File: src/hw/cpu_cfg.svh
`ifndef CPU_CFG_SVH
`define CPU_CFG_SVH

// datapath and memory sizes
`define CPU_WORD_W      16
`define CPU_ADDR_W      8
`define CPU_MEM_DEPTH   256
`define CPU_REG_COUNT   8
`define CPU_REG_IDX_W   3
`define CPU_OP_W        5

// opcodes, instruction bits 15..11
`define CPU_OP_NOP      5'b00000
`define CPU_OP_HALT     5'b00001
`define CPU_OP_LOAD     5'b00010
`define CPU_OP_STORE    5'b00011
`define CPU_OP_LDIH     5'b10000
`define CPU_OP_ADD      5'b01000
`define CPU_OP_ADDI     5'b01001
`define CPU_OP_SUB      5'b01011
`define CPU_OP_SUBI     5'b10011
`define CPU_OP_CMP      5'b01100
`define CPU_OP_AND      5'b01101
`define CPU_OP_OR       5'b01111
`define CPU_OP_XOR      5'b01110

// control transfers, all start with 2'b11
`define CPU_OP_JUMP     5'b11000
`define CPU_OP_BZ       5'b11010
`define CPU_OP_BNZ      5'b11011
`define CPU_OP_BN       5'b11100
`define CPU_OP_BNN      5'b11101

`endif

File: src/hw/cpu_pkg.sv
`default_nettype none

`include "cpu_cfg.svh"

package cpu_pkg;

	typedef logic [`CPU_WORD_W-1:0] word_t;
	typedef logic [`CPU_ADDR_W-1:0] addr_t;
	typedef logic [`CPU_REG_IDX_W-1:0] reg_idx_t;
	typedef logic [`CPU_OP_W-1:0] opcode_t;

	typedef enum logic {idle, exec} run_state_e;

	// all-zero word decodes as NOP
	localparam word_t nop_instr = '0;

	// space 0 is program memory, 1 is data memory
	typedef struct packed {
		logic  we;
		logic  space;
		addr_t addr;
		word_t wdata;
	} host_req_t;

	typedef struct packed {
		word_t instr;
		word_t operand_a;
		word_t operand_b;
		word_t store_data;
	} exec_req_t;

	typedef struct packed {
		word_t instr;
		word_t result;
		word_t store_data;
		logic  we;
	} mem_req_t;

	typedef struct packed {
		logic     valid;
		reg_idx_t index;
		word_t    value;
	} reg_write_t;

	//////////////////////////////////////////////////
	// instruction field decode

	function automatic opcode_t op_of(word_t instr);
		return instr[15:11];
	endfunction

	function automatic reg_idx_t r1_of(word_t instr);
		return instr[10:8];
	endfunction

	function automatic reg_idx_t r2_of(word_t instr);
		return instr[6:4];
	endfunction

	function automatic reg_idx_t r3_of(word_t instr);
		return instr[2:0];
	endfunction

	function automatic logic is_control(opcode_t op);
		return op[4:3] == 2'b11;
	endfunction

	// r1 <= r2 op r3
	function automatic logic is_reg3(opcode_t op);
		return op inside {`CPU_OP_ADD, `CPU_OP_SUB, `CPU_OP_CMP,
			`CPU_OP_AND, `CPU_OP_OR, `CPU_OP_XOR};
	endfunction

	function automatic logic reads_r1(opcode_t op);
		return op inside {`CPU_OP_STORE, `CPU_OP_ADDI, `CPU_OP_SUBI, `CPU_OP_LDIH,
			`CPU_OP_BZ, `CPU_OP_BNZ, `CPU_OP_BN, `CPU_OP_BNN};
	endfunction

	function automatic logic reads_r2(opcode_t op);
		return is_reg3(op) || op == `CPU_OP_LOAD || op == `CPU_OP_STORE;
	endfunction

	// opcodes that leave a value in r1
	function automatic logic writes_reg(opcode_t op);
		return op inside {`CPU_OP_LOAD, `CPU_OP_LDIH, `CPU_OP_ADD, `CPU_OP_ADDI,
			`CPU_OP_SUB, `CPU_OP_SUBI, `CPU_OP_AND, `CPU_OP_OR, `CPU_OP_XOR};
	endfunction

endpackage

`default_nettype wire

File: src/hw/writeback_stage.sv
`timescale 1ns/1ns
`default_nettype none

`include "cpu_cfg.svh"

module writeback_stage (
	input  wire                       clock,
	input  wire                       reset,
	input  wire                       i_advance,
	input  wire                       i_clear,
	input  wire cpu_pkg::mem_req_t    i_mem,
	input  wire cpu_pkg::word_t       i_load_data,
	output cpu_pkg::word_t            o_mem_result,
	output cpu_pkg::reg_write_t       o_write,
	output logic                      o_halt
);

	cpu_pkg::word_t wb_instr;
	cpu_pkg::word_t wb_value;

	// memory stage result, also the forwarding source
	assign o_mem_result = (cpu_pkg::op_of(i_mem.instr) == `CPU_OP_LOAD) ? i_load_data : i_mem.result;

	always_ff @(posedge clock or negedge reset)
	begin
		if (!reset)
		begin
			wb_instr <= cpu_pkg::nop_instr;
			wb_value <= '0;
		end
		else if (i_clear)
		begin
			wb_instr <= cpu_pkg::nop_instr;
			wb_value <= '0;
		end
		else if (i_advance)
		begin
			wb_instr <= i_mem.instr;
			wb_value <= o_mem_result;
		end
	end

	assign o_write.valid = cpu_pkg::writes_reg(cpu_pkg::op_of(wb_instr));
	assign o_write.index = cpu_pkg::r1_of(wb_instr);
	assign o_write.value = wb_value;
	assign o_halt = (cpu_pkg::op_of(wb_instr) == `CPU_OP_HALT);

endmodule

`default_nettype wire

File: config.mk
export PLATFORM = sky130hd
export DESIGN_NAME = writeback_stage
export DESIGN_NICKNAME = d
export VERILOG_FILES = /design/src/hw/cpu_pkg.sv /design/src/hw/writeback_stage.sv
export VERILOG_INCLUDE_DIRS = /design/src /design/src/hw
export SDC_FILE = /design/constraint.sdc
export NUM_CORES = 1
export LEC_CHECK = 0
export ABC_AREA = 0
export BUFFER_PORTS_ARGS = -buffer_cell sky130_fd_sc_hd__buf_2
export CORE_AREA = 2 2 63 88
export DETAILED_ROUTE_END_ITERATION = 8
export DIE_AREA = 0 0 65 90
export GPL_TIMING_DRIVEN = 1
export PLACE_DENSITY = 0.69
export SLEW_MARGIN = 20
export SYNTH_ARGS = -nofsm -noshare
export SYNTH_HDL_FRONTEND = slang
export SYNTH_SLANG_ARGS = --single-unit
export TNS_END_PERCENT = 5
File: constraint.sdc
create_clock -name clock -period 4.1 [get_ports clock]
set_clock_uncertainty 0.2 [all_clocks]
set_input_delay 0.82 -clock clock [delete_from_list [all_inputs] [get_ports clock]]
set_output_delay 0.82 -clock clock [all_outputs]
set_load 0.02 [all_outputs]
* After elaboration in Yosys (flattened, before gate mapping)
Cells that the tools add are included.
** Word-level totals
- Bits in registers :: 32
- Output and inout bits :: 37
- Word-level logic and storage cells :: 20
** Cells by class
- Equal/unequal tests :: 11
- Mux-type cells :: 5
- Reduce and logical (&&, ||, !) cells :: 2
** Operator list (number)
- $mux W16 :: 5
- $eq A5 B4 Y1 const B :: 6
- $eq A5 B2 Y1 const B :: 2
- $eq A5 B5 Y1 const B :: 2
- $reduce_bool A9 Y1 :: 1
- $eq A5 B1 Y1 const B :: 1
- $reduce_bool A2 Y1 :: 1

* Depth between registers and ports, before layout
- Depth in word-level cells :: 4
- Mapped depth :: 5

* Worst setup path after synthesis
No wires, ideal clock.
- Path kind :: input-to-output
- From :: input port i_mem[47] in the netlist's numbering
- To :: output port o_mem_result[10]
- Arrival :: 2.265 ns
- Data required time :: 3.080 ns
- Setup slack :: 0.815 ns
- Cell stages on the path :: 4
- Path through :: or4b_4 buf_6 clkbuf_1 o31ai_1
** Between the ends
- Cells in the longest elaborated chain, start to end :: 2
** RTL lines
- start: declaration :: RTL line writeback_stage.sv:11 : input wire cpu_pkg::mem_req_t i_mem,
- $eq A5 B2 Y1 (no source line)
- $mux W16 :: RTL line writeback_stage.sv:22 : assign o_mem_result = (cpu_pkg::op_of(i_mem.instr) == `CPU_OP_LOAD) ? i_load_data : i_mem.result;
- end: declaration :: RTL line writeback_stage.sv:13 : output cpu_pkg::word_t o_mem_result,
Every way passes these cells.

* Final worst setup path
- From :: input port i_mem[47] in the netlist's numbering
- To :: output port o_mem_result[5]
The elaborated chain is that of the path after synthesis.

==> results.toml <==
[yosys]
synth_edf_count = 0
synth_warnings = 0
synth_top_cell_by_area = "dfrtp_1"
syn_inst = 167
ys_top_cells_by_area = "dfrtp_1 41%, o31a_1 9.5%, a211oi_1 8.7%"
ys_ff_latch = 24
async_reset_ff_share_pct = 100
synth_commonest_cells = "24 x dfrtp_1, 24 x nor2_1, 17 x a211oi_1, 17 x o21ai_0"
avgSynthCellArea_um2 = 8.83
syn_area_mm2 = 0.00148
yosysSeqAreaShare_pct = 40.7
synth_cell_types = 21
synthesis.nets = 236
synth.top_cell.area_share_pct = 40.7
yosys_most_used_dff = "dfrtp_1"

[setup_path]
critPathArrivalTime_ns = 2.34
cp_max_fo = 48
critPathKind = "input pin to output pin"
cp_slowest_cell = "or4b_4"
required_ns = 3.08
crit_path_end_kind = "output pin"
r2r-end = "wb_instr[12]$_DFFE_PN0P_"
r2r_start = "wb_instr[12]$_DFFE_PN0P_"
max_stage_delay_ns = 0.75
cp_cell_sequence = "buf_2 -> or4b_4 -> o21ai_0 -> o31ai_1 -> buf_2"
path_common_cell = "buf_2"
worst-path-buf-inv = 2
rr_worst_depth = 2
critPathTopFamily = "simple AND/OR/NAND/NOR gates"
path_depth = 5
worst_setup_path_start_kind = "input pin"
r2r_slack_ns = 3.14

[detailed_routing]
drt_pass1_iterations = 4
vias = 1466
drt_wl_total_um = 3820
vias_per_cell = 4.94
drt_iter0_drc = 34
drc = 0
antenna_left = 0
wl_per_cell_um = 12.9

[min_path]
min_path_type = "register to register"
hp-start = "wb_instr[8]$_DFFE_PN0P_"
whs_path_depth = 2
worstHoldEndpoint = "wb_instr[8]$_DFFE_PN0P_"

[timing]
fin_crit_sh_pct = 81.9
finalHoldViolations = 0
drv_slew = 0
layout_min_cycle_time_ns = 3.36
worst_pin_slew_ns = 0.804
relSlewSlack_pct = 46.4
setup_tns_ns = 0
setup_viol = 0
grt_setup_unrepaired = "no"
finalWorstSetupSlack_ns = 0.741
max_freq_mhz = 298

[power_and_ir_drop]
power.share.sequential_pct = 45.6
cell_internal_pwr_mw = 0.395
power_density_mw_per_mm2 = 299
p_comb_share_pct = 26.2
swShare_pct = 31.0
clkPwrFrac_pct = 28.2
power_switching_mw = 0.177
leakagePower_nw = 0.967
max-vdd-ir-drop_mv = 0.127

[grt]
antenna_found_initial = 0
gr-usage-all-layers_pct = 13.2
overflow = 0
grt_max_degree = 50
grt_first_pass_wirelength_um = 6290
grt_pass1_vias = 1394

[floorplan]
boundaryPins = 106
rows = 31
die-area_mm2 = 0.00585
dieWidth_um = 65
core_area_mm2 = 0.00508
initial_core_util_pct = 29.0
die_h_um = 90

[finish]
area_growth_pct = 29.5
diodes = 0
drive_gt1_share_pct = 36.8
finalNetCount = 301

[clock_network]
cts-root-buf = "clkbuf_8"
cts.htree.levels = 1
cts_made_buffers = 3
cts_max_path_buffers = 2
cts.sinks = 24
cts_tree = "yes"
insertion_delay_ns = 0.26
cts_hold_buf = 0
clk_pin_slew_ns = 0.08
cts-resized-gates = 0
postCtsSetupBuffers = 0

[place]
dp_hpwl_um = 2720
port_buffers = 80
pre_cts_ws_ns = 0.712
routabilityCongestion = 0.708

[outcome]
status = "complete, no violations"

[run]
cap_violations = 0
-- state kept, by name (all words and copies together) (netlist names) --
| register | flops |
|---|---|
| wb_value | 16 |
| wb_instr | 8 |
-- how the worst max path moves through the flow --
| stage | from | end | slack [ns] |
|---|---|---|---|
| 2_1_floorplan | i_mem[47] | o_mem_result[10] | 0.82 |
| 3_3_place_gp | i_mem[47] | o_mem_result[5] | 0.75 |
| 3_5_place_dp | i_mem[47] | o_mem_result[5] | 0.71 |
| 4_1_cts | i_mem[47] | o_mem_result[5] | 0.71 |
| 5_1_grt | i_mem[47] | o_mem_result[10] | 0.63 |
| 6_report | i_mem[47] | o_mem_result[5] | 0.74 |
-- kinds of logic (layout without fill, tap and decap cells) --
group | after synthesis | count (layout) | synth area share, %
and+or+nand+nor | 30 | 30 | 9.33
DFF | 24 | 24 | 40.7
xor gates and xnor gates | 1 | 1 | 0.594
buffers and inverters | 36 | 100 | 11.0
AOI/OAI and AO/OA | 68 | 68 | 32.9
muxes | 8 | 8 | 5.43
-- layout make-up --
class	instances	area, um^2
Fill cell	558	3170
Tap cell	66	82.6
Clock buffer	4	55.1
Multi-Input combinational cell	107	712
Sequential cell	24	601
Inverter	16	60.1
Timing Repair Buffer	80	400
-- through the flow --
stage / hold WS [ns] / area, um^2 / total power, mW / util (%) / std cells
after floorplan: 0.288 / 1480 / 0.362 / - / 167
after global placement: 0.297 / 1860 / 0.416 / 36.5 / 293
after detailed placement: 0.311 / 1860 / 0.418 / 36.5 / 293
after CTS: 0.332 / 1910 / 0.585 / 37.6 / 297
after global routing: 0.352 / 1910 / 0.609 / 37.6 / 297
final: 0.322 / 1910 / 0.572 / 37.6 / 297
-- routing by layer --
layer	share of wire, %	GRT usage, %
met1	43	16.3
met2	52	23.5
met3	4.9	1.25
met4	0.86	4.26
met5	0	0
-- worst reg2reg max path, cell delays in order, from the launching register on --
cell	delay (ns)
dfrtp_1	0.44
mux2i_1	0.15
nor2_1	0.05
-- power by group through the flow --
stage	Sequential, mW	Combinational, mW	Clock [mW]
2_1_floorplan	0.279	0.0833	0
3_3_place_gp	0.265	0.150	0
3_5_place_dp	0.266	0.153	0
4_1_cts	0.261	0.153	0.171
5_1_grt	0.263	0.167	0.179
6_report	0.261	0.150	0.161
-- cell usage in the layout, fill, tap and decap left out, drive strengths merged --
cell type	instances
a211oi	17
a21oi	1
and2	1
buf	80
clkbuf	4
dfrtp	24
inv	16
mux2i	8
nand2b	1
nor2	24
nor3b	2
nor4	1
o21ai	17
o21bai	1
o31a	16
o31ai	16
or4b	1
xnor2	1
Note: power is estimated with default switching activity, not from simulation.
