**src/hw/cpu_cfg.svh**
```systemverilog
`ifndef CPU_CFG_SVH
`define CPU_CFG_SVH

// datapath and memory sizes
`define CPU_WORD_W      16
`define CPU_ADDR_W      8
`define CPU_MEM_DEPTH   256
`define CPU_REG_COUNT   8
`define CPU_REG_IDX_W   3
`define CPU_OP_W        5

// opcodes, instruction bits 15..11
`define CPU_OP_NOP      5'b00000
`define CPU_OP_HALT     5'b00001
`define CPU_OP_LOAD     5'b00010
`define CPU_OP_STORE    5'b00011
`define CPU_OP_LDIH     5'b10000
`define CPU_OP_ADD      5'b01000
`define CPU_OP_ADDI     5'b01001
`define CPU_OP_SUB      5'b01011
`define CPU_OP_SUBI     5'b10011
`define CPU_OP_CMP      5'b01100
`define CPU_OP_AND      5'b01101
`define CPU_OP_OR       5'b01111
`define CPU_OP_XOR      5'b01110

// control transfers, all start with 2'b11
`define CPU_OP_JUMP     5'b11000
`define CPU_OP_BZ       5'b11010
`define CPU_OP_BNZ      5'b11011
`define CPU_OP_BN       5'b11100
`define CPU_OP_BNN      5'b11101

`endif

```
**src/hw/cpu_pkg.sv**
```systemverilog
`default_nettype none

`include "cpu_cfg.svh"

package cpu_pkg;

	typedef logic [`CPU_WORD_W-1:0] word_t;
	typedef logic [`CPU_ADDR_W-1:0] addr_t;
	typedef logic [`CPU_REG_IDX_W-1:0] reg_idx_t;
	typedef logic [`CPU_OP_W-1:0] opcode_t;

	typedef enum logic {idle, exec} run_state_e;

	// all-zero word decodes as NOP
	localparam word_t nop_instr = '0;

	// space 0 is program memory, 1 is data memory
	typedef struct packed {
		logic  we;
		logic  space;
		addr_t addr;
		word_t wdata;
	} host_req_t;

	typedef struct packed {
		word_t instr;
		word_t operand_a;
		word_t operand_b;
		word_t store_data;
	} exec_req_t;

	typedef struct packed {
		word_t instr;
		word_t result;
		word_t store_data;
		logic  we;
	} mem_req_t;

	typedef struct packed {
		logic     valid;
		reg_idx_t index;
		word_t    value;
	} reg_write_t;

	//////////////////////////////////////////////////
	// instruction field decode

	function automatic opcode_t op_of(word_t instr);
		return instr[15:11];
	endfunction

	function automatic reg_idx_t r1_of(word_t instr);
		return instr[10:8];
	endfunction

	function automatic reg_idx_t r2_of(word_t instr);
		return instr[6:4];
	endfunction

	function automatic reg_idx_t r3_of(word_t instr);
		return instr[2:0];
	endfunction

	function automatic logic is_control(opcode_t op);
		return op[4:3] == 2'b11;
	endfunction

	// r1 <= r2 op r3
	function automatic logic is_reg3(opcode_t op);
		return op inside {`CPU_OP_ADD, `CPU_OP_SUB, `CPU_OP_CMP,
			`CPU_OP_AND, `CPU_OP_OR, `CPU_OP_XOR};
	endfunction

	function automatic logic reads_r1(opcode_t op);
		return op inside {`CPU_OP_STORE, `CPU_OP_ADDI, `CPU_OP_SUBI, `CPU_OP_LDIH,
			`CPU_OP_BZ, `CPU_OP_BNZ, `CPU_OP_BN, `CPU_OP_BNN};
	endfunction

	function automatic logic reads_r2(opcode_t op);
		return is_reg3(op) || op == `CPU_OP_LOAD || op == `CPU_OP_STORE;
	endfunction

	// opcodes that leave a value in r1
	function automatic logic writes_reg(opcode_t op);
		return op inside {`CPU_OP_LOAD, `CPU_OP_LDIH, `CPU_OP_ADD, `CPU_OP_ADDI,
			`CPU_OP_SUB, `CPU_OP_SUBI, `CPU_OP_AND, `CPU_OP_OR, `CPU_OP_XOR};
	endfunction

endpackage

`default_nettype wire

```
**src/hw/data_mem.sv**
```systemverilog
`timescale 1ns/1ns
`default_nettype none

`include "cpu_cfg.svh"

module data_mem (
	input  wire                       clock,
	input  wire                       i_running,
	input  wire                       i_advance,
	input  wire cpu_pkg::mem_req_t    i_mem,
	input  wire cpu_pkg::host_req_t   i_host,
	output cpu_pkg::word_t            o_load_data,
	output cpu_pkg::word_t            o_host_rdata
);

	cpu_pkg::word_t mem [`CPU_MEM_DEPTH];
	cpu_pkg::addr_t cpu_addr;

	// word address is the low byte of the ALU result
	assign cpu_addr = i_mem.result[`CPU_ADDR_W-1:0];

	always_ff @(posedge clock)
	begin
		if (i_running)
		begin
			if (i_advance && i_mem.we)
				mem[cpu_addr] <= i_mem.store_data;
		end
		else if (i_host.we && i_host.space)
			mem[i_host.addr] <= i_host.wdata;
	end

	assign o_load_data = mem[cpu_addr];
	assign o_host_rdata = mem[i_host.addr];

endmodule

`default_nettype wire

```
**config.mk**
```make
export PLATFORM = sky130hd
export DESIGN_NAME = data_mem
export DESIGN_NICKNAME = d
export VERILOG_FILES = /design/src/hw/cpu_pkg.sv /design/src/hw/data_mem.sv
export VERILOG_INCLUDE_DIRS = /design/src /design/src/hw
export SDC_FILE = /design/constraint.sdc
export NUM_CORES = 2
export LEC_CHECK = 0
export BUFFER_PORTS_ARGS = -buffer_cell sky130_fd_sc_hd__buf_2
export CAP_MARGIN = 0
export CORE_ASPECT_RATIO = 2
export CORE_UTILIZATION = 25
export DETAILED_ROUTE_END_ITERATION = 7
export PLACE_DENSITY = 0.46
export SYNTH_ARGS = -nofsm -noshare
export SYNTH_HDL_FRONTEND = slang
export SYNTH_SLANG_ARGS = --single-unit
```
**constraint.sdc**
```tcl
create_clock -name clock -period 4.4 [get_ports clock]
set_clock_uncertainty 0.1 [all_clocks]
set_input_delay 0.66 -clock clock [delete_from_list [all_inputs] [get_ports clock]]
set_output_delay 0.66 -clock clock [all_outputs]
set_load 0.01 [all_outputs]
```
# After elaboration in Yosys (flattened, before gate mapping)
# Memory sizes are Yosys's and may differ from the RTL's.
# Cells that the tools add are included.
[totals]
register_bits = 0
ramBits = 4096
input_bits = 78
word_cells = 13
n_memories = 1
[memory_table]
columns = ["memory", "words", "width", "read_ports", "rd_clocked_by_memory_dff", "write_ports", "line", "source"]
rows = [
  ["mem", 256, 16, 2, 0, 1, "data_mem.sv:16", "cpu_pkg::word_t mem [`CPU_MEM_DEPTH];"],
]
[op_classes]
muxes = 9
n_reduce_logical = 3
[ops]
columns = ["cell", "count"]
rows = [
  ["2-to-1 mux 16 bit", 1],
  ["OR reduction 16 bit", 1],
  ["2-to-1 mux 8 bit", 1],
  ["2-to-1 mux 1 bit", 7],
  ["logical AND 1 bit", 2],
]

# Depth between registers and ports, before layout
[depth]
word_depth = 6
mapped_depth = 13
depth_no_buf = 7

# Worst setup path after synthesis
# No wires, ideal clock.
[synth_path]
path_type = "input-to-reg"
startpoint = "input i_running"
endpoint = "memory mem[0][10] (netlist bit), data pin"
setup_time_ps = 556
arrival_ps = 3758
required_time_ps = 3744
setup_slack_ps = -14
path_stages = 5
n_path_buf = 3
path_cell_list = "nand3b_1 clkbuf_1 clkbuf_1 buf_1 mux2_2"
[synth_between]
elab_chain_len = 4
[synth_rtl]
columns = ["element", "line", "source"]
rows = [
  ["start, declared", "data_mem.sv:8", "input wire i_running,"],
  ["2-to-1 mux 1 bit", "data_mem.sv:24", "if (i_running)"],
  ["2-to-1 mux 1 bit (not written as such)", "data_mem.sv:30", "mem[i_host.addr] <= i_host.wdata;"],
  ["OR reduction 16 bit (no source line)", "-", ""],
  ["2-to-1 mux 16 bit (no source line)", "-", ""],
  ["end, declared", "data_mem.sv:16", ""],
]
# No other way between the ends.

# Worst setup path after layout
[layout_path]
startpoint = "input i_mem[18] (netlist bit)"
endpoint = "output o_load_data[7]"
[layout_between]
elab_chain_len = 1
[layout_rtl]
columns = ["element", "line", "source"]
rows = [
  ["start, declared", "data_mem.sv:10", "input wire cpu_pkg::mem_req_t i_mem,"],
  ["memory read (256 x 16 bit)", "-", ""],
  ["end, declared", "data_mem.sv:12", "output cpu_pkg::word_t o_load_data,"],
]
# No other way between the ends.

==> results.sh <==
export IMPL_status="finished, violations left"
export IMPL_violations="capacitance limit, slew limit, setup timing"
export IMPL_slew_headroom_pct=-3.88
export IMPL_cts_root_buf="clkbuf_16"
export IMPL_cp_start_kind="input pin"
export IMPL_crit_chain="buf_16, buf_4, buf_4, buf_8, mux4_2, nor3_4, a2111oi_4, buf_6, nand4_1, buf_4, a211oi_4, buf_2"
export IMPL_vias=130869
export IMPL_cts_tree="done"
export IMPL_synthTopCellsByArea="edfxtp_1 64%, mux4_2 16%, mux2i_1 7.2%"
export IMPL_setup_slack_ns=-0.962
export IMPL_worstPathMaxFanout=17
export IMPL_rows=456
export IMPL_regMostFlops="mem"
export IMPL_power_leakage_uw=0.0851
export IMPL_synth_warning_count=0
export IMPL_grt_max_degree=88
export IMPL_critPathRequiredTime_ns=3.64
export IMPL_rsz0062_at_grt="yes"
export IMPL_drc=0
export IMPL_critical_path_class="input pin to output pin"
export IMPL_ys_seq_elements=4096
export IMPL_overflow=0
export IMPL_clock_sinks=4096
export IMPL_area_delta_synth_final_pct=31.8
export IMPL_final_layout_size_suffix_gt1_share_pct=44.0
export IMPL_synth_nets=10925
export IMPL_final_setup_viol_count=32
export IMPL_finalHoldWorstSlack_ns=0.189
export IMPL_cap_violations=1
export IMPL_arrival_ns=4.60
export IMPL_ys_top_cells_by_count="4,096 x edfxtp_1, 1,399 x mux4_2, 1,392 x mux2i_1"
export IMPL_cts_buffers=369
export IMPL_synth_edf_count=4096
export IMPL_wirelength_um=1050000
export IMPL_core_mm2=0.770
export IMPL_gp_routability_congestion=1.04
export IMPL_io_pins=110
export IMPL_slowest_stage="nand4_1"
export IMPL_final_hold_viol_count=0
export IMPL_ys_flop_type="edfxtp_1"
export IMPL_reg_top3="mem (4096)"
export IMPL_die_w_um=623
export IMPL_crit_path_frequent_cell="buf_4"
export IMPL_track_usage_pct=26.6
export IMPL_clk_path_buf_depth=4
export IMPL_dpl_worst_slack_ns=-1.84
export IMPL_nets=13540
export IMPL_yosysTopAreaCellShare_pct=63.7
export IMPL_die_h_um=1240
export IMPL_ys_types=80
export IMPL_syn_inst=10847
export IMPL_slew_viol_final=2
export IMPL_drt_iter0_drc=13205
export IMPL_hp_class="input pin to flop"
export IMPL_netlist_area_mm2=0.193
export IMPL_initial_utilization_pct=25.1
export IMPL_crit_buf_inv=7
export IMPL_cp_end_kind="output pin"
export IMPL_dp_hpwl_um=797000
export IMPL_synth_most_common_cell="edfxtp_1"
export IMPL_worst_pin_slew_ns=1.55
export IMPL_grt_first_pass_wirelength_um=1350000
export IMPL_firstDrtPassIters=6
export IMPL_syn_avg_cell_area_um2=17.8
export IMPL_dieArea_mm2=0.776
export IMPL_fin_crit_sh_pct=122
export IMPL_avgRoutedWirePerCell_um=44.1
export IMPL_irDropWorstVdd_mv=0.359
export IMPL_cpLargestDelayFamily="buffers and inverters"
export IMPL_clock_fmax_mhz=187
export IMPL_p_per_area_mw_per_mm2=356
export IMPL_largest_register_ffs=4096
export IMPL_portBuffers=85
export IMPL_grt_pass1_vias=135053
export IMPL_ant_nets=0
export IMPL_ys_async_sr_fraction_pct=0
export IMPL_tns_ns=-12.73
export IMPL_period_minus_slack_ns=5.36
export IMPL_ys_seq_area_share_pct=63.7
export IMPL_via_per_inst=5.47
export IMPL_grt_antenna_before_repair=80
export IMPL_post_route_util_pct=33.1
export IMPL_h_tree_depth=5
export IMPL_yosysTopAreaCell="edfxtp_1"
export IMPL_clkTransAtPathRegs_ns=0.07
export IMPL_slowest_delay_ns=0.60
per-layer routing:
metal  up-vias  global-route usage [%]  part of all wire [%]
li1      51518                       -                     -
met1     70739                    24.3                    30
met2      6084                    47.0                    51
met3      2508                    3.59                   4.8
met4        20                    31.7                    15
met5         -                       0                 0.012
power by group:
group          switching, uW  internal, uW
Combinational           7960          4950
Sequential              22.2         43200
Clock                  16200         18400
Total                  24200         66500
logic make-up after synthesis:
logic type	synth area share (%)
flops	63.7
simple gates	3.23
compound gates	6.21
mux	23.9
buf+inv	2.95
worst paths after layout:
| path | startpoint | endpoint | slack, ns | depth (start not counted) |
|---|---|---|---|---|
| worst min-delay path | i_mem[5] | mem[114][4]$_DFFE_PP_ | 0.19 | 2 |
| worst max-delay path | i_mem[18] | o_load_data[7] | -0.96 | 12 |
cell type report:
cell class              count  area (um^2)
multi-input cells        5870        70600
inverters                   8         55.1
well taps               10076        12600
diodes                     87          218
clock buffers             424         9440
fillers                 74307       516000
repair buffers           3117        35800
flip-flops and latches   4096       123000
clock inverters           252         2870
through the flow:
stage               std cells  power [uW]  area [um^2]
finish                  23930       90700       255000
global route            23882       92100       254000
CTS                     23730       90400       251000
detailed placement      22843       55500       232000
global placement        22841       55500       232000
floorplan               10847       48600       193000
cell usage in the layout, fill, tap and decap left out, types with 81 or more instances in the layout:
master / Yosys / layout
edfxtp_1: 4096 / 4096
mux2i_1: 1392 / 1362
a21oi_1: 287 / 201
buf_6: 170 / 212
diode_2: 0 / 87
o221ai_2: 2 / 81
nand4_1: 86 / 86
nor2_2: 0 / 270
clkinv_1: 0 / 83
nor2_1: 447 / 168
buf_4: 106 / 1945
o21ai_0: 111 / 83
o22ai_1: 228 / 189
mux4_2: 1399 / 1399
buf_12: 13 / 787
nand3_1: 128 / 94
nand2_1: 317 / 301
clkbuf_16: 0 / 378
o221ai_1: 338 / 231
a22oi_1: 300 / 244
timing repair:
item | 4_1_cts | 5_1_grt
endpoints found under the setup margin | 32 | 32
pin swaps | 184 | 154
buffers inserted | 224 | 140
hold buffers | 0 | 0
cloned | 24 | 6
endpoints found under the hold margin | 0 | 0
gates resized for setup | 923 | 453
Note: power is estimated with default switching activity, not from simulation.
