[config.mk]
export PLATFORM = sky130hd
export DESIGN_NAME = execute_stage
export DESIGN_NICKNAME = d
export VERILOG_FILES = /design/src/hw/cpu_pkg.sv /design/src/hw/execute_stage.sv
export VERILOG_INCLUDE_DIRS = /design/src /design/src/hw
export SDC_FILE = /design/constraint.sdc
export NUM_CORES = 1
export LEC_CHECK = 0
export BUFFER_PORTS_ARGS = -buffer_cell sky130_fd_sc_hd__buf_2
export CORE_ASPECT_RATIO = 1.2
export CORE_MARGIN = 8
export CORE_UTILIZATION = 50
export DETAILED_ROUTE_END_ITERATION = 6
export PLACE_DENSITY = 0.82
export RECOVER_POWER = 100
export SLEW_MARGIN = 40
export SYNTH_ARGS = -nofsm -noshare
export SYNTH_HDL_FRONTEND = slang
export SYNTH_SLANG_ARGS = --single-unit
export TNS_END_PERCENT = 20
[constraint.sdc]
create_clock -name clock -period 8.3 [get_ports clock]
set_clock_uncertainty 0.05 [all_clocks]
set_input_delay 0.415 -clock clock [delete_from_list [all_inputs] [get_ports clock]]
set_output_delay 0.415 -clock clock [all_outputs]
set_load 0.03 [all_outputs]
[src/hw/cpu_cfg.svh]
`ifndef CPU_CFG_SVH
`define CPU_CFG_SVH

// datapath and memory sizes
`define CPU_WORD_W      16
`define CPU_ADDR_W      8
`define CPU_MEM_DEPTH   256
`define CPU_REG_COUNT   8
`define CPU_REG_IDX_W   3
`define CPU_OP_W        5

// opcodes, instruction bits 15..11
`define CPU_OP_NOP      5'b00000
`define CPU_OP_HALT     5'b00001
`define CPU_OP_LOAD     5'b00010
`define CPU_OP_STORE    5'b00011
`define CPU_OP_LDIH     5'b10000
`define CPU_OP_ADD      5'b01000
`define CPU_OP_ADDI     5'b01001
`define CPU_OP_SUB      5'b01011
`define CPU_OP_SUBI     5'b10011
`define CPU_OP_CMP      5'b01100
`define CPU_OP_AND      5'b01101
`define CPU_OP_OR       5'b01111
`define CPU_OP_XOR      5'b01110

// control transfers, all start with 2'b11
`define CPU_OP_JUMP     5'b11000
`define CPU_OP_BZ       5'b11010
`define CPU_OP_BNZ      5'b11011
`define CPU_OP_BN       5'b11100
`define CPU_OP_BNN      5'b11101

`endif

[src/hw/cpu_pkg.sv]
`default_nettype none

`include "cpu_cfg.svh"

package cpu_pkg;

	typedef logic [`CPU_WORD_W-1:0] word_t;
	typedef logic [`CPU_ADDR_W-1:0] addr_t;
	typedef logic [`CPU_REG_IDX_W-1:0] reg_idx_t;
	typedef logic [`CPU_OP_W-1:0] opcode_t;

	typedef enum logic {idle, exec} run_state_e;

	// all-zero word decodes as NOP
	localparam word_t nop_instr = '0;

	// space 0 is program memory, 1 is data memory
	typedef struct packed {
		logic  we;
		logic  space;
		addr_t addr;
		word_t wdata;
	} host_req_t;

	typedef struct packed {
		word_t instr;
		word_t operand_a;
		word_t operand_b;
		word_t store_data;
	} exec_req_t;

	typedef struct packed {
		word_t instr;
		word_t result;
		word_t store_data;
		logic  we;
	} mem_req_t;

	typedef struct packed {
		logic     valid;
		reg_idx_t index;
		word_t    value;
	} reg_write_t;

	//////////////////////////////////////////////////
	// instruction field decode

	function automatic opcode_t op_of(word_t instr);
		return instr[15:11];
	endfunction

	function automatic reg_idx_t r1_of(word_t instr);
		return instr[10:8];
	endfunction

	function automatic reg_idx_t r2_of(word_t instr);
		return instr[6:4];
	endfunction

	function automatic reg_idx_t r3_of(word_t instr);
		return instr[2:0];
	endfunction

	function automatic logic is_control(opcode_t op);
		return op[4:3] == 2'b11;
	endfunction

	// r1 <= r2 op r3
	function automatic logic is_reg3(opcode_t op);
		return op inside {`CPU_OP_ADD, `CPU_OP_SUB, `CPU_OP_CMP,
			`CPU_OP_AND, `CPU_OP_OR, `CPU_OP_XOR};
	endfunction

	function automatic logic reads_r1(opcode_t op);
		return op inside {`CPU_OP_STORE, `CPU_OP_ADDI, `CPU_OP_SUBI, `CPU_OP_LDIH,
			`CPU_OP_BZ, `CPU_OP_BNZ, `CPU_OP_BN, `CPU_OP_BNN};
	endfunction

	function automatic logic reads_r2(opcode_t op);
		return is_reg3(op) || op == `CPU_OP_LOAD || op == `CPU_OP_STORE;
	endfunction

	// opcodes that leave a value in r1
	function automatic logic writes_reg(opcode_t op);
		return op inside {`CPU_OP_LOAD, `CPU_OP_LDIH, `CPU_OP_ADD, `CPU_OP_ADDI,
			`CPU_OP_SUB, `CPU_OP_SUBI, `CPU_OP_AND, `CPU_OP_OR, `CPU_OP_XOR};
	endfunction

endpackage

`default_nettype wire

[src/hw/execute_stage.sv]
`timescale 1ns/1ns
`default_nettype none

`include "cpu_cfg.svh"

module execute_stage (
	input  wire                       clock,
	input  wire                       reset,
	input  wire                       i_advance,
	input  wire                       i_clear,
	input  wire cpu_pkg::exec_req_t   i_exec,
	output cpu_pkg::word_t            o_result,
	output cpu_pkg::mem_req_t         o_mem,
	output logic                      o_flag_z,
	output logic                      o_flag_n
);

	cpu_pkg::opcode_t op;
	cpu_pkg::word_t alu;
	logic sets_flags;

	//////////////////////////////////////////////////
	// ALU

	always_comb
	begin
		op = cpu_pkg::op_of(i_exec.instr);
		case (op)
			// address, immediate add and branch target share the adder
			`CPU_OP_ADD, `CPU_OP_ADDI, `CPU_OP_LDIH,
			`CPU_OP_LOAD, `CPU_OP_STORE,
			`CPU_OP_BZ, `CPU_OP_BNZ, `CPU_OP_BN, `CPU_OP_BNN:
				alu = i_exec.operand_a + i_exec.operand_b;
			`CPU_OP_SUB, `CPU_OP_SUBI, `CPU_OP_CMP:
				alu = i_exec.operand_a - i_exec.operand_b;
			`CPU_OP_AND:
				alu = i_exec.operand_a & i_exec.operand_b;
			`CPU_OP_OR:
				alu = i_exec.operand_a | i_exec.operand_b;
			`CPU_OP_XOR:
				alu = i_exec.operand_a ^ i_exec.operand_b;
			// val8 comes through as operand b
			`CPU_OP_JUMP:
				alu = i_exec.operand_b;
			default:
				alu = '0;
		endcase
	end

	assign sets_flags = op inside {`CPU_OP_ADD, `CPU_OP_ADDI, `CPU_OP_LDIH,
		`CPU_OP_SUB, `CPU_OP_SUBI, `CPU_OP_CMP,
		`CPU_OP_AND, `CPU_OP_OR, `CPU_OP_XOR};

	assign o_result = alu;

	//////////////////////////////////////////////////
	// flags and execute-to-memory register

	always_ff @(posedge clock or negedge reset)
	begin
		if (!reset)
		begin
			o_flag_z <= 1'b0;
			o_flag_n <= 1'b0;
			o_mem <= '{default: '0};
		end
		else if (i_clear)
		begin
			o_flag_z <= 1'b0;
			o_flag_n <= 1'b0;
			o_mem <= '{default: '0};
		end
		else if (i_advance)
		begin
			if (sets_flags)
			begin
				o_flag_z <= (alu == '0);
				o_flag_n <= alu[`CPU_WORD_W-1];
			end
			o_mem.instr <= i_exec.instr;
			o_mem.result <= alu;
			o_mem.store_data <= i_exec.store_data;
			o_mem.we <= (op == `CPU_OP_STORE);
		end
	end

endmodule

`default_nettype wire

# Word-level counts from Yosys, hierarchy flattened
# Cells that the tools add are included.
# classes
mux	9
eq_ne	16
add_sub_neg	2
bitwise_logic	3
n_reduce_logical	7
# ops
op	n
2-to-1 mux 49 bit	2
case mux 16 bit (6 select lines)	1
equality test 5 x 4 -> 1 bit (second input constant)	7
equality test 5 bit (second input constant)	7
adder 16 bit	1
bitwise AND 16 bit	1
zero test 16 bit	1
OR 16 bit	1
subtractor 16 bit	1
bitwise XOR 16 bit	1
equality test 5 x 2 -> 1 bit (second input constant)	2
nonzero test 9 bit	1
OR reduction 9 bit	1
2-to-1 mux 1 bit	6
nonzero test 2 bit	2
OR reduction 3 bit	1
AND reduction 2 bit	1
# totals
out_inout_bits	67
reg_bits	51
inputBits	68
elab_cells	43

# Depth between registers and ports, before layout
# depth
ltp_word	7
ltp_mapped	16

# Least setup slack after synthesis
# Ideal clock, no wire load.
# synth_timing
kind	input-to-output
start	input port i_exec[60] (netlist name)
end	output port o_result[14]
t_arrival_ns	3.921
stages	14
n_path_buf	3
setup_slack_ns	3.914
cell_sequence	buf_2 > clkbuf_1 > or2_2 > o32a_1 > clkbuf_1 > o31ai_1 > xnor2_1 > ha_1 > a211oi_1 > o21bai_1 > a211oi_1 > a21oi_1 > o21a_1 > o31ai_1
# synth_between
elab_chain_len	3
# synth_rtl
item	line_no	text
start: declaration	execute_stage.sv:11	input wire cpu_pkg::exec_req_t i_exec,
equality test 5 x 4 -> 1 bit (tied with other cells)	execute_stage.sv:28	case (op)
OR reduction 9 bit or OR reduction 3 bit (tied branches)	execute_stage.sv:28	
case mux 16 bit (6 select lines) (*)	execute_stage.sv:28	
end: declaration	execute_stage.sv:12	output cpu_pkg::word_t o_result,
# Mark *: on every way between the ends. The rest lies on a longest branch, timed or not.

# Worst setup path in the final report
# layout_timing
start	input port i_advance
end	register o_flag_z
# layout_between
elab_chain_len	2
# layout_rtl
item	line_no	text
start: declaration	execute_stage.sv:9	input wire i_advance,
nonzero test 2 bit (no source line)	-	
AND reduction 2 bit (no source line)	-	
end signal: assignment	execute_stage.sv:77	o_flag_z <= (alu == '0);
end: declaration	execute_stage.sv:14	output logic o_flag_z,
# No other way between the ends.
# A chain may end at the register's enable or synchronous reset.

==> flow_summary.yaml <==
route:
  route.met2.wl_mm: 6.42
  num_vias: 4258
  ant_nets: 0
  drc: 0
  drt_iter0_markers: 260
  wl_per_cell_um: 17.5
  routed.top_layer: "met4"
  wl_mm: 13.0
  met1_length_mm: 5.31
  met3_length_mm: 1.05
  vias_per_cell: 5.72
  firstDrtPassIters: 4
worst_setup_path:
  required_ps: 8460
  cp.arrival_ps: 5360
  crit_path_start: "i_advance"
  start_kind: "primary input"
  cp-end-kind: "flip-flop"
  cp-endpoint: "o_flag_z"
  cp_max_fo: 54
  r2r_end: "o_mem[24]"
  rr_worst_depth: 2
  worstSetupPathType: "primary input to flip-flop"
  r2r_start: "o_mem[24]"
  regToRegSetupSlack_ps: 7410
job:
  cap_violations: 2
synth:
  syn_inst: 506
  ys_seq_area_share_pct: 28.9
  ys_ff_latch: 51
  ys_top_cells_by_area: "dfrtp_1, ha_1, mux2i_1, nor2_1, xnor2_1"
  synth_cell_types: 63
  synth.top_cell.area_share_pct: 28.9
  yosysMostFrequentCell: "nor2_1"
  syn-cell-area_mm2: 0.00442
  synth_fp_nets: 623
  ys_warn_count: 0
  ys_top_cells_by_count: "nor2_1, dfrtp_1, ha_1"
  synth_async_sr_flop_share_pct: 100
  avgSynthCellArea_um2: 8.74
  synth_edf_count: 0
  yosys_most_used_dff: "dfrtp_1"
  yosysTopAreaCell: "dfrtp_1"
floorplanning:
  fp.dieW_um: 102
  initial_core_util_pct: 51.6
  rows: 37
  die_height_um: 119
  boundaryPins: 135
  dieArea_mm2: 0.0121
  core_region_area_mm2: 0.00856
timing:
  tns_ps: 0
  period_needed_ps: 5200
  tightest_slew_ps: 3370
  hold_violations: 0
  rsz0062_at_grt: "false"
  timing.final.ws_setup_ps: 3100
  setup_viol: 0
  min_period_over_period_pct: 62.7
  relSlewSlack_pct: -125
  slew_violations: 107
  fmax_ghz: 0.192
cts:
  numCtsBuffers: 5
  cts-root-buf: "clkbuf_8"
  cts_hold_buf: 0
  clkLatencyLatePin_ps: 290
  cts_buffer_depth: 2
  cts_sinks: 51
  htreeDepth: 2
  cts_setup_buffers: 0
  cts_resized: 0
  clk_pin_slew_ps: 90
  cts_tree: "yes"
place:
  preCtsSetupSlack_ps: 3520
  post-dp-hpwl_mm: 10.3
  io_buffers: 134
  placed_cells: 736
  gp_congestion: 1.01
global_route:
  grt_max_degree: 55
  antenna_found_initial: 0
  overflow: 0
  grt_util_all_layers_pct: 21.4
  grt_pass1_vias: 4350
  grt_first_pass_wirelength_mm: 21.2
power:
  ir_drop_v: 0.000114
  finalPower_uw: 759
  p_per_area_mw_per_mm2: 147
  cellLeakagePower_nw: 2.57
worst_hold_path:
  hp-class: "primary input to flip-flop"
finish:
  nets: 743
  drive_gt1_share_pct: 13.4
  syn_to_final_growth_pct: 16.9
  final_cell_count_no_fill: 745
run_status:
  violations: "capacitance limit, slew limit"
  status: "finished, violations left"
## logic make-up (layout without fill, tap and decap cells)
family	Yosys count	count (layout)	synth area share, %
AND/OR/NAND/NOR	159	159	17.9
multiplexers	46	46	10.4
AO/OA/AOI/OAI	108	108	17.7
flip-flops	51	51	28.9
other	0	1	0
buffers and inverters	68	189	6.11
adder cells (fa/ha/maj)	49	49	14.0
XOR/XNOR	25	25	4.95
## cell type report
cell class	instances	area (µm²)
tap	117	146
sequential	51	1280
timing repair buffer	137	603
clock inverter	1	7.51
inverter	44	165
fill	818	3400
antenna	1	2.50
multi-input combinational	387	2870
clock buffer	7	96.3
## cells in the final DEF (no fill, tap or decap), types with 4 or more instances in the layout
cell type	instances
nand2_1	30
nor3_1	13
a211oi_1	15
a21oi_1	15
nor4_1	6
nand3b_1	4
dfrtp_1	51
buf_2	65
o21ai_0	16
o211ai_1	8
inv_1	44
clkbuf_8	7
clkbuf_1	70
xnor2_1	21
a21o_1	8
ha_1	48
o21a_1	4
mux2i_1	46
o31ai_1	6
nor2b_1	6
a22oi_1	7
xor2_1	4
and3_1	4
nor2_1	62
nand3_1	8
## state kept, by name (all words and copies together) (netlist names)
signal	cells
o_flag_z	1
o_flag_n	1
o_mem	49
## critical path, cell delays in order
cell       delay [ps]
buf_2              70
clkbuf_1         2370
o21ai_0           340
a211o_1           480
a2111o_1          390
a2111oi_0         430
nand4_1           140
or4_1             510
o31ai_2           180
## report_power, final
part,internal (mW),switching (mW),total [mW]
logic,0.110,0.223,0.333
registers,0.264,0.00892,0.273
clock network,0.0759,0.0770,0.153
total,0.449,0.309,0.759
## routing by layer
layer  global-route usage [%]  vias to the layer above
met3                     5.77                       22
met1                     25.2                     2020
met2                     36.5                      167
met5                        0                        -
li1                         -                     2049
met4                     6.81                        0
## per-stage QoR
| step | area, µm² | hold WS [ps] | util (%) |
|---|---|---|---|
| after global placement | 5150 | 447 | 60.2 |
| after CTS | 5260 | 93.3 | 61.5 |
| after floorplan | 4420 | 69.4 | - |
| after global routing | 5160 | 304 | 60.3 |
| final | 5170 | 308 | 60.3 |
| after detailed placement | 5160 | 426 | 60.2 |
## how the worst min path moves through the flow
stage / endpoint / start / cells after the start / slack, ps
after detailed placement: o_mem[37] / reset / 1 / 430
after CTS: o_mem[37] / reset / 1 / 90
after global placement: o_mem[10] / o_mem[10] / 2 / 450
after global routing: o_mem[4] / i_exec[3] / 3 / 300
final: o_mem[9] / i_exec[8] / 3 / 310
after floorplan: o_flag_n / reset / 0 / 70
Note: power is estimated with default switching activity, not from simulation.
