[src/hw/cpu_cfg.svh]
`ifndef CPU_CFG_SVH
`define CPU_CFG_SVH

// datapath and memory sizes
`define CPU_WORD_W      16
`define CPU_ADDR_W      8
`define CPU_MEM_DEPTH   256
`define CPU_REG_COUNT   8
`define CPU_REG_IDX_W   3
`define CPU_OP_W        5

// opcodes, instruction bits 15..11
`define CPU_OP_NOP      5'b00000
`define CPU_OP_HALT     5'b00001
`define CPU_OP_LOAD     5'b00010
`define CPU_OP_STORE    5'b00011
`define CPU_OP_LDIH     5'b10000
`define CPU_OP_ADD      5'b01000
`define CPU_OP_ADDI     5'b01001
`define CPU_OP_SUB      5'b01011
`define CPU_OP_SUBI     5'b10011
`define CPU_OP_CMP      5'b01100
`define CPU_OP_AND      5'b01101
`define CPU_OP_OR       5'b01111
`define CPU_OP_XOR      5'b01110

// control transfers, all start with 2'b11
`define CPU_OP_JUMP     5'b11000
`define CPU_OP_BZ       5'b11010
`define CPU_OP_BNZ      5'b11011
`define CPU_OP_BN       5'b11100
`define CPU_OP_BNN      5'b11101

`endif

[src/hw/cpu_pkg.sv]
`default_nettype none

`include "cpu_cfg.svh"

package cpu_pkg;

	typedef logic [`CPU_WORD_W-1:0] word_t;
	typedef logic [`CPU_ADDR_W-1:0] addr_t;
	typedef logic [`CPU_REG_IDX_W-1:0] reg_idx_t;
	typedef logic [`CPU_OP_W-1:0] opcode_t;

	typedef enum logic {idle, exec} run_state_e;

	// all-zero word decodes as NOP
	localparam word_t nop_instr = '0;

	// space 0 is program memory, 1 is data memory
	typedef struct packed {
		logic  we;
		logic  space;
		addr_t addr;
		word_t wdata;
	} host_req_t;

	typedef struct packed {
		word_t instr;
		word_t operand_a;
		word_t operand_b;
		word_t store_data;
	} exec_req_t;

	typedef struct packed {
		word_t instr;
		word_t result;
		word_t store_data;
		logic  we;
	} mem_req_t;

	typedef struct packed {
		logic     valid;
		reg_idx_t index;
		word_t    value;
	} reg_write_t;

	//////////////////////////////////////////////////
	// instruction field decode

	function automatic opcode_t op_of(word_t instr);
		return instr[15:11];
	endfunction

	function automatic reg_idx_t r1_of(word_t instr);
		return instr[10:8];
	endfunction

	function automatic reg_idx_t r2_of(word_t instr);
		return instr[6:4];
	endfunction

	function automatic reg_idx_t r3_of(word_t instr);
		return instr[2:0];
	endfunction

	function automatic logic is_control(opcode_t op);
		return op[4:3] == 2'b11;
	endfunction

	// r1 <= r2 op r3
	function automatic logic is_reg3(opcode_t op);
		return op inside {`CPU_OP_ADD, `CPU_OP_SUB, `CPU_OP_CMP,
			`CPU_OP_AND, `CPU_OP_OR, `CPU_OP_XOR};
	endfunction

	function automatic logic reads_r1(opcode_t op);
		return op inside {`CPU_OP_STORE, `CPU_OP_ADDI, `CPU_OP_SUBI, `CPU_OP_LDIH,
			`CPU_OP_BZ, `CPU_OP_BNZ, `CPU_OP_BN, `CPU_OP_BNN};
	endfunction

	function automatic logic reads_r2(opcode_t op);
		return is_reg3(op) || op == `CPU_OP_LOAD || op == `CPU_OP_STORE;
	endfunction

	// opcodes that leave a value in r1
	function automatic logic writes_reg(opcode_t op);
		return op inside {`CPU_OP_LOAD, `CPU_OP_LDIH, `CPU_OP_ADD, `CPU_OP_ADDI,
			`CPU_OP_SUB, `CPU_OP_SUBI, `CPU_OP_AND, `CPU_OP_OR, `CPU_OP_XOR};
	endfunction

endpackage

`default_nettype wire

[src/hw/operand_stage.sv]
`timescale 1ns/1ns
`default_nettype none

`include "cpu_cfg.svh"

module operand_stage (
	input  wire                       clock,
	input  wire                       reset,
	input  wire                       i_advance,
	input  wire                       i_clear,
	input  wire cpu_pkg::word_t       i_instr,
	input  wire cpu_pkg::word_t       i_execute_result,
	input  wire cpu_pkg::word_t       i_mem_result,
	input  wire cpu_pkg::mem_req_t    i_mem,
	input  wire cpu_pkg::reg_write_t  i_write,
	output cpu_pkg::exec_req_t        o_exec,
	output cpu_pkg::word_t            o_instr
);

	cpu_pkg::word_t regs [`CPU_REG_COUNT];
	cpu_pkg::opcode_t op;
	cpu_pkg::word_t r1_val;
	cpu_pkg::word_t r2_val;
	cpu_pkg::word_t r3_val;
	cpu_pkg::word_t imm;
	cpu_pkg::exec_req_t exec_next;

	// youngest writer first: execute, memory, writeback, then the file
	function automatic cpu_pkg::word_t read_reg(cpu_pkg::reg_idx_t idx);
		cpu_pkg::word_t value;
		if (cpu_pkg::writes_reg(cpu_pkg::op_of(o_exec.instr))
			&& cpu_pkg::r1_of(o_exec.instr) == idx)
			value = i_execute_result;
		else if (cpu_pkg::writes_reg(cpu_pkg::op_of(i_mem.instr))
			&& cpu_pkg::r1_of(i_mem.instr) == idx)
			value = i_mem_result;
		else if (i_write.valid && i_write.index == idx)
			value = i_write.value;
		else
			value = regs[idx];
		return value;
	endfunction

	//////////////////////////////////////////////////
	// register file

	always_ff @(posedge clock or negedge reset)
	begin
		if (!reset)
		begin
			for (int i = 0; i < `CPU_REG_COUNT; i++)
				regs[i] <= '0;
		end
		else if (i_advance && i_write.valid)
			regs[i_write.index] <= i_write.value;
	end

	//////////////////////////////////////////////////
	// operand selection

	always_comb
	begin
		op = cpu_pkg::op_of(i_instr);
		r1_val = read_reg(cpu_pkg::r1_of(i_instr));
		r2_val = read_reg(cpu_pkg::r2_of(i_instr));
		r3_val = read_reg(cpu_pkg::r3_of(i_instr));

		case (op)
			`CPU_OP_LDIH:                 imm = {i_instr[7:0], 8'b0};
			`CPU_OP_LOAD, `CPU_OP_STORE:  imm = {12'b0, i_instr[3:0]};
			default:                      imm = {8'b0, i_instr[7:0]};
		endcase

		exec_next.instr = i_instr;
		// immediate forms and branches take r1 as the base
		exec_next.operand_a = cpu_pkg::reads_r2(op) ? r2_val : r1_val;
		exec_next.operand_b = cpu_pkg::is_reg3(op) ? r3_val : imm;
		exec_next.store_data = r1_val;
	end

	always_ff @(posedge clock or negedge reset)
	begin
		if (!reset)
			o_exec <= '{default: '0};
		else if (i_clear)
			o_exec <= '{default: '0};
		else if (i_advance)
			o_exec <= exec_next;
	end

	assign o_instr = o_exec.instr;

endmodule

`default_nettype wire

[config.mk]
export PLATFORM = sky130hd
export DESIGN_NAME = operand_stage
export DESIGN_NICKNAME = d
export VERILOG_FILES = /design/src/hw/cpu_pkg.sv /design/src/hw/operand_stage.sv
export VERILOG_INCLUDE_DIRS = /design/src /design/src/hw
export SDC_FILE = /design/constraint.sdc
export NUM_CORES = 1
export LEC_CHECK = 0
export BUFFER_PORTS_ARGS = -buffer_cell sky130_fd_sc_hd__buf_2
export CORE_ASPECT_RATIO = 1.4
export CORE_MARGIN = 3
export CORE_UTILIZATION = 55
export CTS_CLUSTER_SIZE = 25
export DETAILED_ROUTE_END_ITERATION = 10
export GPL_TIMING_DRIVEN = 0
export HOLD_SLACK_MARGIN = 0.02
export PLACE_DENSITY = 0.78
export SETUP_SLACK_MARGIN = 0.1
export SLEW_MARGIN = 25
export SYNTH_ARGS = -nofsm -noshare
export SYNTH_HDL_FRONTEND = slang
export SYNTH_SLANG_ARGS = --single-unit
[constraint.sdc]
create_clock -name clock -period 5.4 [get_ports clock]
set_input_delay 0.54 -clock clock [delete_from_list [all_inputs] [get_ports clock]]
set_output_delay 0.54 -clock clock [all_outputs]
set_load 0.01 [all_outputs]
Word level (Yosys, flattened, before mapping). Cells that the tools add are included.

Register bits: 192. Logic and storage cells: 101.

$lt $le $gt $ge: 5. Equality and inequality tests: 36. Mux-type cells: 26. Bitwise gates (word level): 4. Reductions and logical operators: 18.

Operators by type and width (count): 16-bit 2-to-1 mux (18); 16-bit binary-select mux with 3-bit select (3); 128-bit bitwise mux (1); 64-bit 2-to-1 mux (2); 5-bit by 4-bit == test with 1-bit output, second input constant (18); 16-bit demux with 3-bit select (1); 16-bit one-hot mux with 2 select lines (1); 3-bit == test (9); 5-bit == test, second input constant (5); 5-bit by 2-bit == test with 1-bit output, second input constant (4); 9-bit nonzero test (2); 4-bit >= comparator, second input constant (4); 3-bit NOT with 4-bit output (4); 1-bit logical AND (11); 6-bit nonzero test (1); 4-bit by 1-bit < comparator with 1-bit output, second input constant (1); 1-bit logical OR (2); 2-bit nonzero test (1); 2-bit OR reduction (1).

Logic depth before layout (Yosys ltp).
Depth after elaboration: 10. Depth in mapped cells: 9.

Worst setup path before layout. Ideal clock, no wire load.

Path kind: input-to-reg. Start point: input i_instr[0]. End point: register o_exec[17] (netlist bit). Setup time: 0.131 ns. Data arrival time: 2.261 ns. Data required time: 5.269 ns. Setup slack: 3.009 ns. Cell stages on the path: 8. Path buffers: 2. Cell sequence: buf_2 -> buf_4 -> mux4_2 -> mux2_2 -> mux2i_1 -> a21oi_1 -> a211oi_1 -> o21ai_0.

Word-level cells in the longest chain between the ends: 10. Elaborated cells on any way between the ends: 16. Those cells by class: eq/ne (3); mux (9); bitwise (1); reduce/logical (3).

Ends and longest elaborated chain: start: declaration (line operand_stage.sv:11) `input wire cpu_pkg::word_t i_instr,`; 3-bit NOT with 4-bit output (not written as such) (line operand_stage.sv:40) `value = regs[idx];`; 16-bit binary-select mux with 3-bit select (line operand_stage.sv:40); 16-bit 2-to-1 mux (not written as such) (2 in a row) (line operand_stage.sv:40); 16-bit 2-to-1 mux (line operand_stage.sv:37) `else if (i_write.valid && i_write.index == idx)`; 16-bit 2-to-1 mux (line operand_stage.sv:34) `else if (cpu_pkg::writes_reg(cpu_pkg::op_of(i_mem.instr))`; 16-bit 2-to-1 mux * (line operand_stage.sv:31) `if (cpu_pkg::writes_reg(cpu_pkg::op_of(o_exec.instr))`; 16-bit 2-to-1 mux * (line operand_stage.sv:77) `exec_next.operand_b = cpu_pkg::is_reg3(op) ? r3_val : imm;`; 64-bit 2-to-1 mux * (line operand_stage.sv:87) `else if (i_advance)`; 64-bit 2-to-1 mux * (line operand_stage.sv:85) `else if (i_clear)`; end signal: assignment (line operand_stage.sv:88) `o_exec <= exec_next;`; end: declaration (line operand_stage.sv:16) `output cpu_pkg::exec_req_t o_exec,`.

Mark *: on every way between the ends. The rest lies on a longest branch, timed or not. The select of a mux whose other input is x is not followed. A chain may end at the register's enable or synchronous reset.

Final worst setup path.
Start point: register o_exec, in the netlist o_instr[15]. End point: register o_exec[10] (netlist bit).

Word-level cells in the longest chain between the ends: 6. Elaborated cells on any way between the ends: 14. Those cells by class: eq/ne (9); mux (3); reduce/logical (2).

Ends and longest elaborated chain: 5-bit by 2-bit == test with 1-bit output (tied with other cells) (line cpu_pkg.sv:85) `` return op inside {`CPU_OP_LOAD, `CPU_OP_LDIH, `CPU_OP_ADD, `CPU_OP_ADDI, ``; 9-bit nonzero test * (line cpu_pkg.sv:85); 1-bit logical AND * (line operand_stage.sv:32) `&& cpu_pkg::r1_of(o_exec.instr) == idx)`; 16-bit 2-to-1 mux * (line operand_stage.sv:31); 64-bit 2-to-1 mux * (line operand_stage.sv:87); 64-bit 2-to-1 mux * (line operand_stage.sv:85).

Marks and branches as above.

==> results.rst <==
.. list-table::
   :header-rows: 1

   * - Metric
     - Value
   * - Fill cell instance count of the final layout
     - 1751
   * - Weighted congestion reported at the end of routability-driven placement
     - 1.02
   * - Layout Skew
     - 0.0113 ns
   * - Fraction of synthesis flops using an asynchronous set or reset pin
     - 1.00
   * - Number of diodes added for antenna fixing
     - 0
   * - Cell row count
     - 65
   * - Area of the mapped netlist
     - 12800 µm²
   * - Layout Area Growth over Synthesis
     - 13.8%
   * - CTS buffer count
     - 17
   * - Slowest cell delay on critical path
     - 0.58 ns
   * - Top post-synthesis cells by area
     - sky130_fd_sc_hd__dfrtp_1 37%, sky130_fd_sc_hd__mux4_2 16%, sky130_fd_sc_hd__mux2_2 13%, sky130_fd_sc_hd__mux2i_1 5.0%, sky130_fd_sc_hd__a21oi_1 2.0%
   * - Arrival time reported for the critical path endpoint
     - 3.31 ns
   * - Overall die height
     - 187 µm
   * - Synthesized area divided by synthesized cell count
     - 11.7 µm²
   * - Shortest period the worst path allows
     - 3.01 ns
   * - Unrepaired setup endpoints after global routing
     - no
   * - Seq cells post-synth
     - 192
   * - Latest clock arrival within the worst-skew pair
     - 0.46 ns
   * - Slew Limit Fails
     - 0
   * - Maximum clock frequency
     - 332 MHz
   * - Number of hold violations in the final report
     - 0
   * - Total half-perimeter wirelength after legalization and detailed placement
     - 31900 µm
   * - Via-to-Cell Ratio
     - 6.79
   * - Cell with the biggest individual delay on the critical path
     - sky130_fd_sc_hd__o211ai_1
   * - Most frequent cells after synthesis
     - 192 x sky130_fd_sc_hd__dfrtp_1, 150 x sky130_fd_sc_hd__mux2_2, 93 x sky130_fd_sc_hd__mux4_2
   * - Layout net count
     - 1394
   * - Setup violators final
     - 0
   * - Setup TNS after final layout
     - 0 ns
   * - Power after layout
     - 4650 µW
   * - Overall die area
     - 25200 µm²
   * - Critical path class
     - flop to flop
   * - Max clock buf depth
     - 2
   * - Max Fanout on Critical Path
     - 10
   * - Maximum number of pins on one net before global-route repair
     - 97
   * - Required time of the worst setup path
     - 5.70 ns
   * - Clock tree from TritonCTS
     - done
   * - Actual transition at the worst max-transition pin
     - 1.13 ns
   * - First-pass GRT wire length
     - 64000 µm
   * - Initial antenna violation count
     - 0
   * - Proportion of synthesized chip area in sequential cells
     - 0.374
   * - PD cells
     - 318 nW/µm²
   * - Post-DR wirelength/cell
     - 26.4 µm
   * - Synth cell types
     - 62
   * - Clock root buffer
     - sky130_fd_sc_hd__clkbuf_16
   * - Quantity of gates resized following cts
     - 0
   * - Core footprint
     - 22800 µm²
   * - Total global routing overflow
     - 0
   * - Critical Path Source Type
     - flop
   * - Leading area contributor after synthesis
     - sky130_fd_sc_hd__dfrtp_1
   * - Layout cell share with drive strength beyond 1
     - 0.383
   * - CP cell instances
     - nand2b_1, o2bb2ai_1, o211ai_1, clkbuf_1, a21boi_0, a311oi_1, a211oi_1
   * - Vias in the first global route
     - 11200
   * - Worst hold-check path type
     - input pin to flop
   * - Vias
     - 10800
   * - Worst IR Drop VDD
     - 188 µV
   * - Period utilisation layout
     - 0.557
   * - Number of enable-type register cells in the synthesized netlist
     - 0
   * - Port bufs
     - 154
   * - Worst Hold Depth
     - 3
   * - Type of destination of the critical path
     - flop
   * - GRT Util Overall
     - 0.332
   * - Worst reg2reg path depth
     - 7
   * - Post-synthesis cell count
     - 1097
   * - Reg clk slew, reported paths
     - 0.08 ns
   * - Total number of clock tree sinks
     - 192
   * - Maximum Capacitance Violations
     - 0
   * - TritonRoute pass-1 iters
     - 6
   * - Post-synth net total
     - 1218
   * - Total I/O pin count
     - 201
   * - Count of warnings emitted by yosys
     - 0
   * - Routed Antenna Nets
     - 0
   * - Static Leak
     - 0.00631 µW
   * - Leading cell type by number of instances after synthesis
     - sky130_fd_sc_hd__dfrtp_1
   * - Drt first-iter violations
     - 1143
   * - Total Wirelength
     - 41800 µm
   * - Worst slew margin relative to its limit
     - 0.250
   * - Status
     - finished, final reports clean
   * - Initial core utilization
     - 0.564
   * - Top flip-flop cell by instance count after synthesis
     - sky130_fd_sc_hd__dfrtp_1
   * - Share of the synthesized area in the top cell type
     - 0.374
   * - Total DRC errors in the routed layout
     - 0
   * - Number of H-tree branching levels
     - 4
   * - Die width
     - 135 µm
==> critical path, delay by kind of cell, from the launching register on <==
kind,cells,cell delay (ns)
flip-flops,1,0.44
buffers and inverters,1,0.49
AND/OR/NAND/NOR,1,0.28
AO/OA/AOI/OAI,5,1.64
==> final timing paths <==
kind,from,endpoint,slack [ns]
max in group asynchronous,reset,regs[96],4.06
worst min-delay path,i_instr[7],o_exec[23],0.37
worst min register to register,o_exec[1],o_exec[1],0.48
worst max register to register,o_instr[15],o_exec[10],2.39
min in group asynchronous,reset,o_exec[41],0.56
worst max-delay path,o_instr[15],o_exec[10],2.39
==> cell usage in the layout (no fill, tap or decap), types with 4 or more instances in the layout <==
cell / count
sky130_fd_sc_hd__buf_4: 27
sky130_fd_sc_hd__xnor2_1: 19
sky130_fd_sc_hd__o21ai_0: 27
sky130_fd_sc_hd__mux4_2: 93
sky130_fd_sc_hd__inv_1: 4
sky130_fd_sc_hd__clkbuf_1: 70
sky130_fd_sc_hd__mux2_2: 150
sky130_fd_sc_hd__nand2_1: 43
sky130_fd_sc_hd__nor4_1: 11
sky130_fd_sc_hd__nor2_1: 50
sky130_fd_sc_hd__o2111ai_1: 7
sky130_fd_sc_hd__xor2_1: 10
sky130_fd_sc_hd__dfrtp_1: 192
sky130_fd_sc_hd__o211ai_1: 16
sky130_fd_sc_hd__a32oi_1: 13
sky130_fd_sc_hd__a21boi_0: 9
sky130_fd_sc_hd__buf_1: 7
sky130_fd_sc_hd__a211oi_1: 25
sky130_fd_sc_hd__nand3_1: 25
sky130_fd_sc_hd__o221ai_1: 12
sky130_fd_sc_hd__a311o_1: 10
sky130_fd_sc_hd__buf_2: 175
sky130_fd_sc_hd__nor2b_1: 5
sky130_fd_sc_hd__a22oi_1: 16
sky130_fd_sc_hd__clkbuf_16: 17
sky130_fd_sc_hd__nand2b_1: 20
sky130_fd_sc_hd__and3_1: 10
sky130_fd_sc_hd__nor3_1: 11
sky130_fd_sc_hd__o211a_1: 5
sky130_fd_sc_hd__o21ai_1: 12
sky130_fd_sc_hd__a311oi_1: 12
sky130_fd_sc_hd__a21oi_1: 52
sky130_fd_sc_hd__mux2i_1: 64
==> area by class of cell <==
| type | instances | area (µm²) | share of cell area |
|---|---|---|---|
| clock inverters | 12 | 98.8 | 0.00676 |
| clock buffers | 20 | 457 | 0.0312 |
| flip-flops and latches | 192 | 4800 | 0.329 |
| plain buffers | 127 | 621 | 0.0425 |
| multi-input cells | 773 | 7400 | 0.506 |
| repair buffers | 157 | 846 | 0.0579 |
| well taps | 301 | 377 | 0.0258 |
| inverters | 5 | 18.8 | 0.00128 |
==> state kept, by name, indices dropped and copies added, names as in the netlist <==
signal and flops:
o_exec 48, o_instr 16, regs 128
==> cell families after synthesis <==
kind of cell | Yosys count | synth area share
AO/OA/AOI/OAI | 240 | 0.133
XOR/XNOR | 29 | 0.0198
buffers and inverters | 132 | 0.0498
flip-flops | 192 | 0.374
multiplexers | 307 | 0.345
AND/OR/NAND/NOR | 197 | 0.0790
==> where the power goes <==
group          leakage [µW]  internal, µW  switching, µW
clock network      0.000273           625            617
registers           0.00243          1700            260
logic               0.00361           770            676
==> repair_timing <==
action	4_1_cts	5_1_grt
endpoints found under the hold margin	36	0
setup buffers	0	0
hold buffers	1	0
==> per-layer routing <==
| layer | vias up | track usage | routed length, µm |
|---|---|---|---|
| li1 | 4605 | - | - |
| met1 | 5314 | 0.385 | 14700 |
| met2 | 674 | 0.567 | 21000 |
| met3 | 178 | 0.0547 | 3090 |
| met4 | 0 | 0.207 | 3000 |
| met5 | - | 0 | 0 |
==> per-stage QoR <==
step	instances	worst slack, ns	util	hold slack (ns)	instance area [µm²]
6_report	1587	2.39	0.642	0.373	14600
5_1_grt	1587	2.19	0.642	0.399	14600
4_1_cts	1587	2.50	0.642	0.368	14600
3_5_place_dp	1554	2.06	0.617	0.437	14100
3_3_place_gp	1552	0.715	0.614	0.463	14000
2_1_floorplan	1097	3.01	-	0.244	12800
Power figures use the tool's default switching activity.
